**config.mk**
```make
export PLATFORM = sky130hd
export DESIGN_NAME = cpc_ram_top
export DESIGN_NICKNAME = d
export VERILOG_FILES = /design/src/cpc_ram_pkg.sv /design/src/bank_mapper.sv /design/src/cpc_ram_top.sv /design/src/expansion_ctrl_regs.sv /design/src/ram_strobe_gen.sv
export SDC_FILE = /design/constraint.sdc
export NUM_CORES = 1
export LEC_CHECK = 0
export ABC_CLOCK_PERIOD_IN_PS = 1650
export BUFFER_PORTS_ARGS = -buffer_cell sky130_fd_sc_hd__buf_4
export CORE_MARGIN = 2
export CORE_UTILIZATION = 43
export DETAILED_ROUTE_END_ITERATION = 7
export PLACE_DENSITY_LB_ADDON = 0.2
export SYNTH_ARGS = -nofsm -noshare
export SYNTH_HDL_FRONTEND = slang
export SYNTH_SLANG_ARGS = --single-unit
```
**constraint.sdc**
```tcl
create_clock -name clk -period 1.65 [get_ports clk]
set_clock_uncertainty 0.1 [all_clocks]
set_input_delay 0.0825 -clock clk [delete_from_list [all_inputs] [get_ports clk]]
set_output_delay 0.0825 -clock clk [all_outputs]
set_load 0.05 [all_outputs]
```
**src/cpc_ram_pkg.sv**
```systemverilog
// Shared types for the CPC 512K RAM expansion controller.
// Holds the field widths, the CPU bus and SRAM control bundles and the
// block scheme encoding. Modules pull it in with a wildcard import.

package cpc_ram_pkg;

  // Field widths
  localparam int CPU_DATA_W = 8;
  localparam int BANK_W     = 3;
  localparam int BLOCK_W    = 2;
  localparam int ADR_HI_W   = BANK_W + BLOCK_W;

  // One byte on the Z80 data bus
  typedef logic [CPU_DATA_W-1:0] cpu_data_t;

  // A 64K bank of the 512K expansion
  typedef logic [BANK_W-1:0] bank_t;

  // A 16K block inside a bank, or a 16K slot of the CPU address space
  typedef logic [BLOCK_W-1:0] block_t;

  // SRAM address bits 18:14, bank above block
  typedef logic [ADR_HI_W-1:0] ram_adr_hi_t;

  // Block switching schemes selected by data bits 2:0 of a RAM control write
  typedef enum logic [2:0] {
    SCH_INTERNAL  = 3'd0,
    SCH_TOP_SLOT  = 3'd1,
    SCH_ALL_SLOTS = 3'd2,
    SCH_C3        = 3'd3,
    SCH_SLOT1_B0  = 3'd4,
    SCH_SLOT1_B1  = 3'd5,
    SCH_SLOT1_B2  = 3'd6,
    SCH_SLOT1_B3  = 3'd7
  } scheme_e;

  // The Z80 signals the controller watches, all active low except address and data
  typedef struct packed {
    logic      adr15;
    logic      adr14;
    logic      adr8;
    logic      iorq_b;
    logic      mreq_b;
    logic      rd_b;
    logic      wr_b;
    logic      rfsh_b;
    cpu_data_t data;
  } cpu_bus_t;

  // Bank register contents as loaded by a RAM control write
  typedef struct packed {
    logic    card_sel;
    bank_t   bank;
    scheme_e scheme;
  } bank_cfg_t;

  // ROM disable flags from the ROM control register
  typedef struct packed {
    logic upper_dis;
    logic lower_dis;
  } rom_state_t;

  // Result of mapping the current CPU slot through the scheme
  typedef struct packed {
    logic        exp_hit;
    ram_adr_hi_t adr_hi;
  } map_result_t;

  // Pins towards the expansion SRAM and the CPC RAMDIS line
  typedef struct packed {
    logic        ramcs_b;
    logic        ramoe_b;
    logic        ramwe_b;
    logic        ramdis;
    ram_adr_hi_t ramadrhi;
  } ram_ctrl_t;

  // Command field in data bits 7:6 of an I/O write
  localparam logic [1:0] CMD_RAM_CTRL = 2'b11;
  localparam logic [1:0] CMD_ROM_CTRL = 2'b10;

endpackage

```
**src/bank_mapper.sv**
```systemverilog
// Maps the CPU 16K slot onto a block of the selected expansion bank.
// Scheme 3 looks at an A15 latched when the memory cycle starts, since
// the CPU address may move under it before the cycle ends.

`timescale 1ns/1ps

module bank_mapper
  import cpc_ram_pkg::*;
(
  input  logic        clk,
  input  logic        reset_b_w,
  input  cpu_bus_t    bus,
  input  bank_cfg_t   cfg,
  output map_result_t map
);

  logic       mreq_b_q;
  logic       adr15_q;
  logic       cyc_start;
  logic       cyc_held;
  logic       adr15_eff;
  block_t     slot;
  block_t     slot_c3;
  logic [2:0] scheme_bits;
  logic       hit;
  block_t     block;

  // Registered MREQ marks the first clock edge of a memory cycle
  always_ff @(posedge clk) begin
    if (!reset_b_w) begin
      mreq_b_q <= 1'b1;
    end else begin
      mreq_b_q <= bus.mreq_b;
    end
  end

  // MREQ low now but high at the previous edge
  assign cyc_start = !bus.mreq_b && mreq_b_q;

  // A15 captured on that first edge
  // It is only read while cyc_held is set, which needs mreq_b_q low
  always_ff @(posedge clk) begin
    if (cyc_start) begin
      adr15_q <= bus.adr15;
    end
  end

  // After the start edge and until MREQ rises the latched copy applies
  assign cyc_held  = !bus.mreq_b && !mreq_b_q;
  assign adr15_eff = cyc_held ? adr15_q : bus.adr15;

  // Live slot for every scheme except C3
  assign slot    = {bus.adr15, bus.adr14};
  assign slot_c3 = {adr15_eff, bus.adr14};

  assign scheme_bits = cfg.scheme;

  // Scheme decode
  // On a miss the block follows the live slot so the address stays defined
  always_comb begin
    hit   = 1'b0;
    block = slot;
    unique case (cfg.scheme)
      SCH_INTERNAL: begin
        // All four slots stay in the CPC internal RAM
        hit = 1'b0;
      end
      SCH_TOP_SLOT: begin
        // Only C000-FFFF is swapped
        if (slot == 2'd3) begin
          hit   = 1'b1;
          block = 2'd3;
        end
      end
      SCH_ALL_SLOTS: begin
        // The whole 64K bank replaces internal RAM
        hit   = 1'b1;
        block = slot;
      end
      SCH_C3: begin
        // C000-FFFF comes from block 3, judged on the latched A15
        if (slot_c3 == 2'd3) begin
          hit   = 1'b1;
          block = 2'd3;
        end
      end
      SCH_SLOT1_B0, SCH_SLOT1_B1, SCH_SLOT1_B2, SCH_SLOT1_B3: begin
        // 4000-7FFF shows the block named by the low two scheme bits
        if (slot == 2'd1) begin
          hit   = 1'b1;
          block = block_t'(scheme_bits[1:0]);
        end
      end
    endcase
  end

  // Nothing maps unless this card was addressed by the last RAM control write
  assign map.exp_hit = cfg.card_sel && hit;
  assign map.adr_hi  = {cfg.bank, block};

  // Scheme 3 stays on block 3 for the whole cycle once it has started there
  a_c3_hold: assert property (
    @(posedge clk) disable iff (!reset_b_w)
    (cfg.scheme == SCH_C3) && cyc_held && map.exp_hit && !bus.mreq_b
      ##1 (!bus.mreq_b && $stable(cfg))
    |-> map.exp_hit && (map.adr_hi[1:0] == 2'd3)
  );

endmodule

```
**src/cpc_ram_top.sv**
```systemverilog
// Top level of the CPC 512K RAM expansion controller.
// Takes the Z80 bus and drives the SRAM high address, its strobes and
// RAMDIS. PORT_7E_SEL picks the I/O port the card answers on.

`timescale 1ns/1ps

module cpc_ram_top
  import cpc_ram_pkg::*;
#(
  // 0 for 7Fxx, 1 for 7Exx
  parameter bit PORT_7E_SEL = 1'b0
) (
  input  logic      clk,
  input  logic      reset_b_w,
  input  cpu_bus_t  bus,
  output ram_ctrl_t ram
);

  bank_cfg_t   cfg;
  rom_state_t  rom;
  map_result_t map;

  // Configuration registers written by CPU I/O cycles
  expansion_ctrl_regs #(
    .PORT_7E_SEL (PORT_7E_SEL)
  ) u_ctrl_regs (
    .clk       (clk),
    .reset_b_w (reset_b_w),
    .bus       (bus),
    .cfg       (cfg),
    .rom       (rom)
  );

  // Slot to block mapping with the scheme 3 A15 latch
  bank_mapper u_bank_mapper (
    .clk       (clk),
    .reset_b_w (reset_b_w),
    .bus       (bus),
    .cfg       (cfg),
    .map       (map)
  );

  // SRAM strobes and RAMDIS
  ram_strobe_gen u_strobe_gen (
    .clk (clk),
    .bus (bus),
    .cfg (cfg),
    .rom (rom),
    .map (map),
    .ram (ram)
  );

endmodule

```
**src/expansion_ctrl_regs.sv**
```systemverilog
// I/O write decoder and configuration registers of the RAM expansion.
// Captures the bank/scheme byte and the ROM disable bits written by the CPU
// and presents them to the mapper and the strobe generator.

`timescale 1ns/1ps

module expansion_ctrl_regs
  import cpc_ram_pkg::*;
#(
  // 0 answers on port 7Fxx, 1 answers on port 7Exx
  parameter bit PORT_7E_SEL = 1'b0
) (
  input  logic       clk,
  input  logic       reset_b_w,
  input  cpu_bus_t   bus,
  output bank_cfg_t  cfg,
  output rom_state_t rom
);

  logic       io_wr;
  logic       ram_sel;
  logic       rom_sel;
  logic       port_match;
  bank_cfg_t  cfg_q;
  rom_state_t rom_q;

  // The gate array decodes its registers with A15 low, so the card does the same
  assign io_wr = !bus.iorq_b && !bus.wr_b && !bus.adr15;

  // Command type comes from the two top data bits
  assign ram_sel = io_wr && (bus.data[7:6] == CMD_RAM_CTRL);
  assign rom_sel = io_wr && (bus.data[7:6] == CMD_ROM_CTRL);

  // A8 tells 7Fxx from 7Exx
  // A second card can then sit on the other port
  assign port_match = PORT_7E_SEL ? !bus.adr8 : bus.adr8;

  // Bank register
  always_ff @(posedge clk) begin
    if (!reset_b_w) begin
      cfg_q.card_sel <= 1'b0;
      cfg_q.bank     <= '0;
      cfg_q.scheme   <= SCH_INTERNAL;
    end else if (ram_sel) begin
      // Every RAM control write reloads the selection
      // A write to the other port deselects this card
      cfg_q.card_sel <= port_match;
      cfg_q.bank     <= bank_t'(bus.data[5:3]);
      cfg_q.scheme   <= scheme_e'(bus.data[2:0]);
    end
  end

  // ROM control register
  // Bit 3 disables the upper ROM and bit 2 the lower ROM
  always_ff @(posedge clk) begin
    if (!reset_b_w) begin
      rom_q.upper_dis <= 1'b0;
      rom_q.lower_dis <= 1'b0;
    end else if (rom_sel) begin
      rom_q.upper_dis <= bus.data[3];
      rom_q.lower_dis <= bus.data[2];
    end
  end

  assign cfg = cfg_q;
  assign rom = rom_q;

  // The two commands share the write strobe but never the command field
  a_single_cmd: assert property (
    @(posedge clk) disable iff (!reset_b_w)
    !(ram_sel && rom_sel)
  );

endmodule

```
**src/ram_strobe_gen.sv**
```systemverilog
// SRAM strobe and RAMDIS generation for the RAM expansion.
// Pure combinational path from the CPU bus to the SRAM pins. The clock
// only samples the protocol checks.

`timescale 1ns/1ps

module ram_strobe_gen
  import cpc_ram_pkg::*;
(
  input  logic        clk,
  input  cpu_bus_t    bus,
  input  bank_cfg_t   cfg,
  input  rom_state_t  rom,
  input  map_result_t map,
  output ram_ctrl_t   ram
);

  logic active;
  logic rom_off;

  // Refresh cycles put the refresh address on the bus and must not hit the SRAM
  assign active = !bus.mreq_b && bus.rfsh_b && map.exp_hit;

  // A read only comes from RAM when the ROM over that half is paged out
  assign rom_off = bus.adr15 ? rom.upper_dis : rom.lower_dis;

  always_comb begin
    ram.ramcs_b  = !active;
    ram.ramwe_b  = !(active && !bus.wr_b);
    ram.ramoe_b  = !(active && !bus.rd_b && rom_off);
    // Internal RAM is held off for the whole mapped slot, refresh included
    ram.ramdis   = map.exp_hit;
    ram.ramadrhi = map.adr_hi;
  end

  // Output and write enable would fight on the SRAM data pins
  a_oe_we_excl: assert property (
    @(posedge clk)
    !(!ram.ramoe_b && !ram.ramwe_b)
  );

  // Chip select belongs to a memory cycle
  a_cs_in_mreq: assert property (
    @(posedge clk)
    !ram.ramcs_b |-> !bus.mreq_b
  );

  // A selected SRAM needs a card addressed with a scheme other than internal
  a_cs_needs_cfg: assert property (
    @(posedge clk)
    !ram.ramcs_b |-> cfg.card_sel && (cfg.scheme != SCH_INTERNAL)
  );

endmodule

```
==> results.sh <==
export IMPL_status="finished, violations left"
export IMPL_violations="setup timing"
export IMPL_min_path_type="in -> reg"
export IMPL_crit_path_start_kind="flop"
export IMPL_fp_dieArea_um2=1650
export IMPL_synth_warnings=0
export IMPL_slowest_delay_ns=0.55
export IMPL_cts_sinks=11
export IMPL_rsz0062_at_grt="yes"
export IMPL_hold_viol_final=0
export IMPL_layout_drive_gt1_share_pct=44.0
export IMPL_post_synth_top_area_cell="dfxtp_1"
export IMPL_max_slew_margin_pct=63.4
export IMPL_synthesis_area_um2=576
export IMPL_fin_crit_ns=2.11
export IMPL_setup_viol=5
export IMPL_final_core_util_pct=78.8
export IMPL_htree_levels=1
export IMPL_grt_pass1_wl_um=1770
export IMPL_antennaDiodeCount=0
export IMPL_slew_violations=0
export IMPL_pre_cts_ws_ns=-0.139
export IMPL_cts_tree="yes"
export IMPL_avgSynthCellArea_um2=9.92
export IMPL_worstPathBufferInverterCount=1
export IMPL_ys_seq_area_share_pct=40.0
export IMPL_clkTransAtPathRegs_ns=0.07
export IMPL_required_ns=1.47
export IMPL_synth_edff_count=1
export IMPL_final_net_count=119
export IMPL_fin_crit_sh_pct=128
export IMPL_p_clk_share_pct=31.6
export IMPL_via_count=590
export IMPL_portBuffers=26
export IMPL_pwr_share_seq_pct=49.2
export IMPL_drt_pre_antenna_iters=4
export IMPL_cts_made_buffers=3
export IMPL_core_um2=1270
export IMPL_wirelength_um=1440
export IMPL_crit_family="simple AND/OR/NAND/NOR gates"
export IMPL_switching_share_pct=23.5
export IMPL_crit_fanout=2
export IMPL_end_kind="output pin"
export IMPL_fmax_mhz=475
export IMPL_ios=27
export IMPL_start_util_pct=45.4
export IMPL_dpl_hpwl_um=897
export IMPL_cp_cell_sequence="or3b_1 > a21oi_2 > a311oi_2 > or4_4 > buf_8"
export IMPL_cts_root_buf="clkbuf_4"
export IMPL_area_delta_synth_final_pct=73.7
export IMPL_chipHeight_um=40.6
export IMPL_final_antenna_net_count=0
export IMPL_synth_fp_nets=76
export IMPL_antenna_found_initial=0
export IMPL_synth_cells=58
export IMPL_final_setup_worst_slack_ns=-0.457
export IMPL_worst_ep_arrival_time_ns=1.92
export IMPL_avgViaCountPerCell=5.13
export IMPL_wl_per_cell_um=12.5
export IMPL_layout_common_cells="buf_4, nor2b_1, mux2i_1"
export IMPL_crit_type="reg -> out"
export IMPL_ys_ff_latch=11
export IMPL_ys_flop_type="dfxtp_1"
export IMPL_power_frac_comb_pct=19.2
export IMPL_num_rows=13
export IMPL_drc=0
export IMPL_cap_violations=0
export IMPL_p_int_w=0.000433
export IMPL_worstSkewPairLatency_ns=0.26
export IMPL_grt_total_usage_pct=17.0
export IMPL_worst_pin_slew_ns=0.544
export IMPL_synth_distinct_cells=23
export IMPL_grt_max_degree=11
export IMPL_drt_iter0_markers=9
export IMPL_grt_overflow=0
export IMPL_ys_async_sr_fraction_pct=0
export IMPL_vdd_drop_max_v=0.000553
export IMPL_p_leak_nw=0.456
export IMPL_p_per_area_nw_per_um2=566
export IMPL_switchingPower_w=0.000133
export IMPL_globalplace_congestion=0.643
export IMPL_synth_area_leaders="dfxtp_1, mux2i_1, nor2b_1"
export IMPL_grt_pass1_vias=443
export IMPL_cts_buffer_depth=2
export IMPL_die_w_um=40.6
export IMPL_synth_top_area_share_pct=34.8
export IMPL_slowest_stage="or4_4"
export IMPL_layout_commonest_cell="buf_4"
logic make-up after synthesis:
family	share of synthesized area, %
and+or+nand+nor	27.2
muxes	17.4
DFF	40.0
buffers and inverters	6.09
AOI/OAI and AO/OA	9.35
sequential cells by signal, indices dropped and copies added (netlist names):
name                    cells
u_ctrl_regs.cfg             7
u_ctrl_regs.rom             2
u_bank_mapper.adr15_q       1
u_bank_mapper.mreq_b_q      1
layout make-up:
class	instances	area, µm²
clock buffers	4	26.3
fillers	88	269
inverters	2	7.51
multi-input cells	41	344
flip-flops and latches	11	231
well taps	15	18.8
repair buffers	42	372
metrics by stage:
stage	cells	TNS, ns	area [µm²]	hold slack [ns]	power (W)
after detailed placement	99	-0.150	798	0.229	0.000368
after global routing	115	-1.79	1000	0.0306	0.000591
after CTS	112	-1.19	922	0.0139	0.000562
final	115	-1.51	1000	0.0318	0.000566
after global placement	99	-0.110	798	0.222	0.000366
after floorplan	58	-0.0432	582	0.0555	0.000321
worst register-to-register path: stages (launching register included):
cell	delay, ns
dfxtp_2	0.33
buf_4	0.11
nor2b_1	0.14
worst paths after layout:
path                                                   startpoint                                 to  slack (ns)  cells past startpoint
worst max-delay path            u_bank_mapper.mreq_b_q$_SDFF_PN1_                             ram[6]       -0.46                      5
worst min-delay path                                      bus[11]  u_bank_mapper.mreq_b_q$_SDFF_PN1_        0.03                      3
worst max register to register  u_bank_mapper.mreq_b_q$_SDFF_PN1_    u_bank_mapper.adr15_q$_DFFE_PP_        0.68                      2
worst min register to register    u_ctrl_regs.rom[0]$_SDFFE_PN0P_    u_ctrl_regs.rom[0]$_SDFFE_PN0P_        0.42                      2
routing by layer:
layer	wire (µm)	part of all wire [%]	up-vias	GRT usage [%]
li1	-	-	290	-
met1	618	43	274	19.7
met2	730	51	22	27.4
met3	67	4.7	4	3.33
met4	24	1.7	0	12.5
met5	0	0	-	0
cells in the mapped netlist (all sizes together) (2+ instances only):
cell    count
nand4b      2
nor2b      11
buf         4
a21oi       2
inv         2
dfxtp      10
mux2i      10
nand2b      4
power groups by stage:
stage / clock network, W / logic, W / registers [W]
2_1_floorplan: 0 / 0.0000379 / 0.000283
3_3_place_gp: 0 / 0.0000825 / 0.000284
3_5_place_dp: 0 / 0.0000836 / 0.000284
4_1_cts: 0.000183 / 0.000100 / 0.000278
5_1_grt: 0.000198 / 0.000115 / 0.000279
6_report: 0.000179 / 0.000109 / 0.000278
what timing repair did:
item	in CTS	in global routing
setup endpoints to repair	4	5
hold buffers	9	0
pin swaps	1	7
endpoints found under the hold margin	11	0
gates resized for setup	2	14
setup buffers	0	3
(Power assumes the default switching activity.)
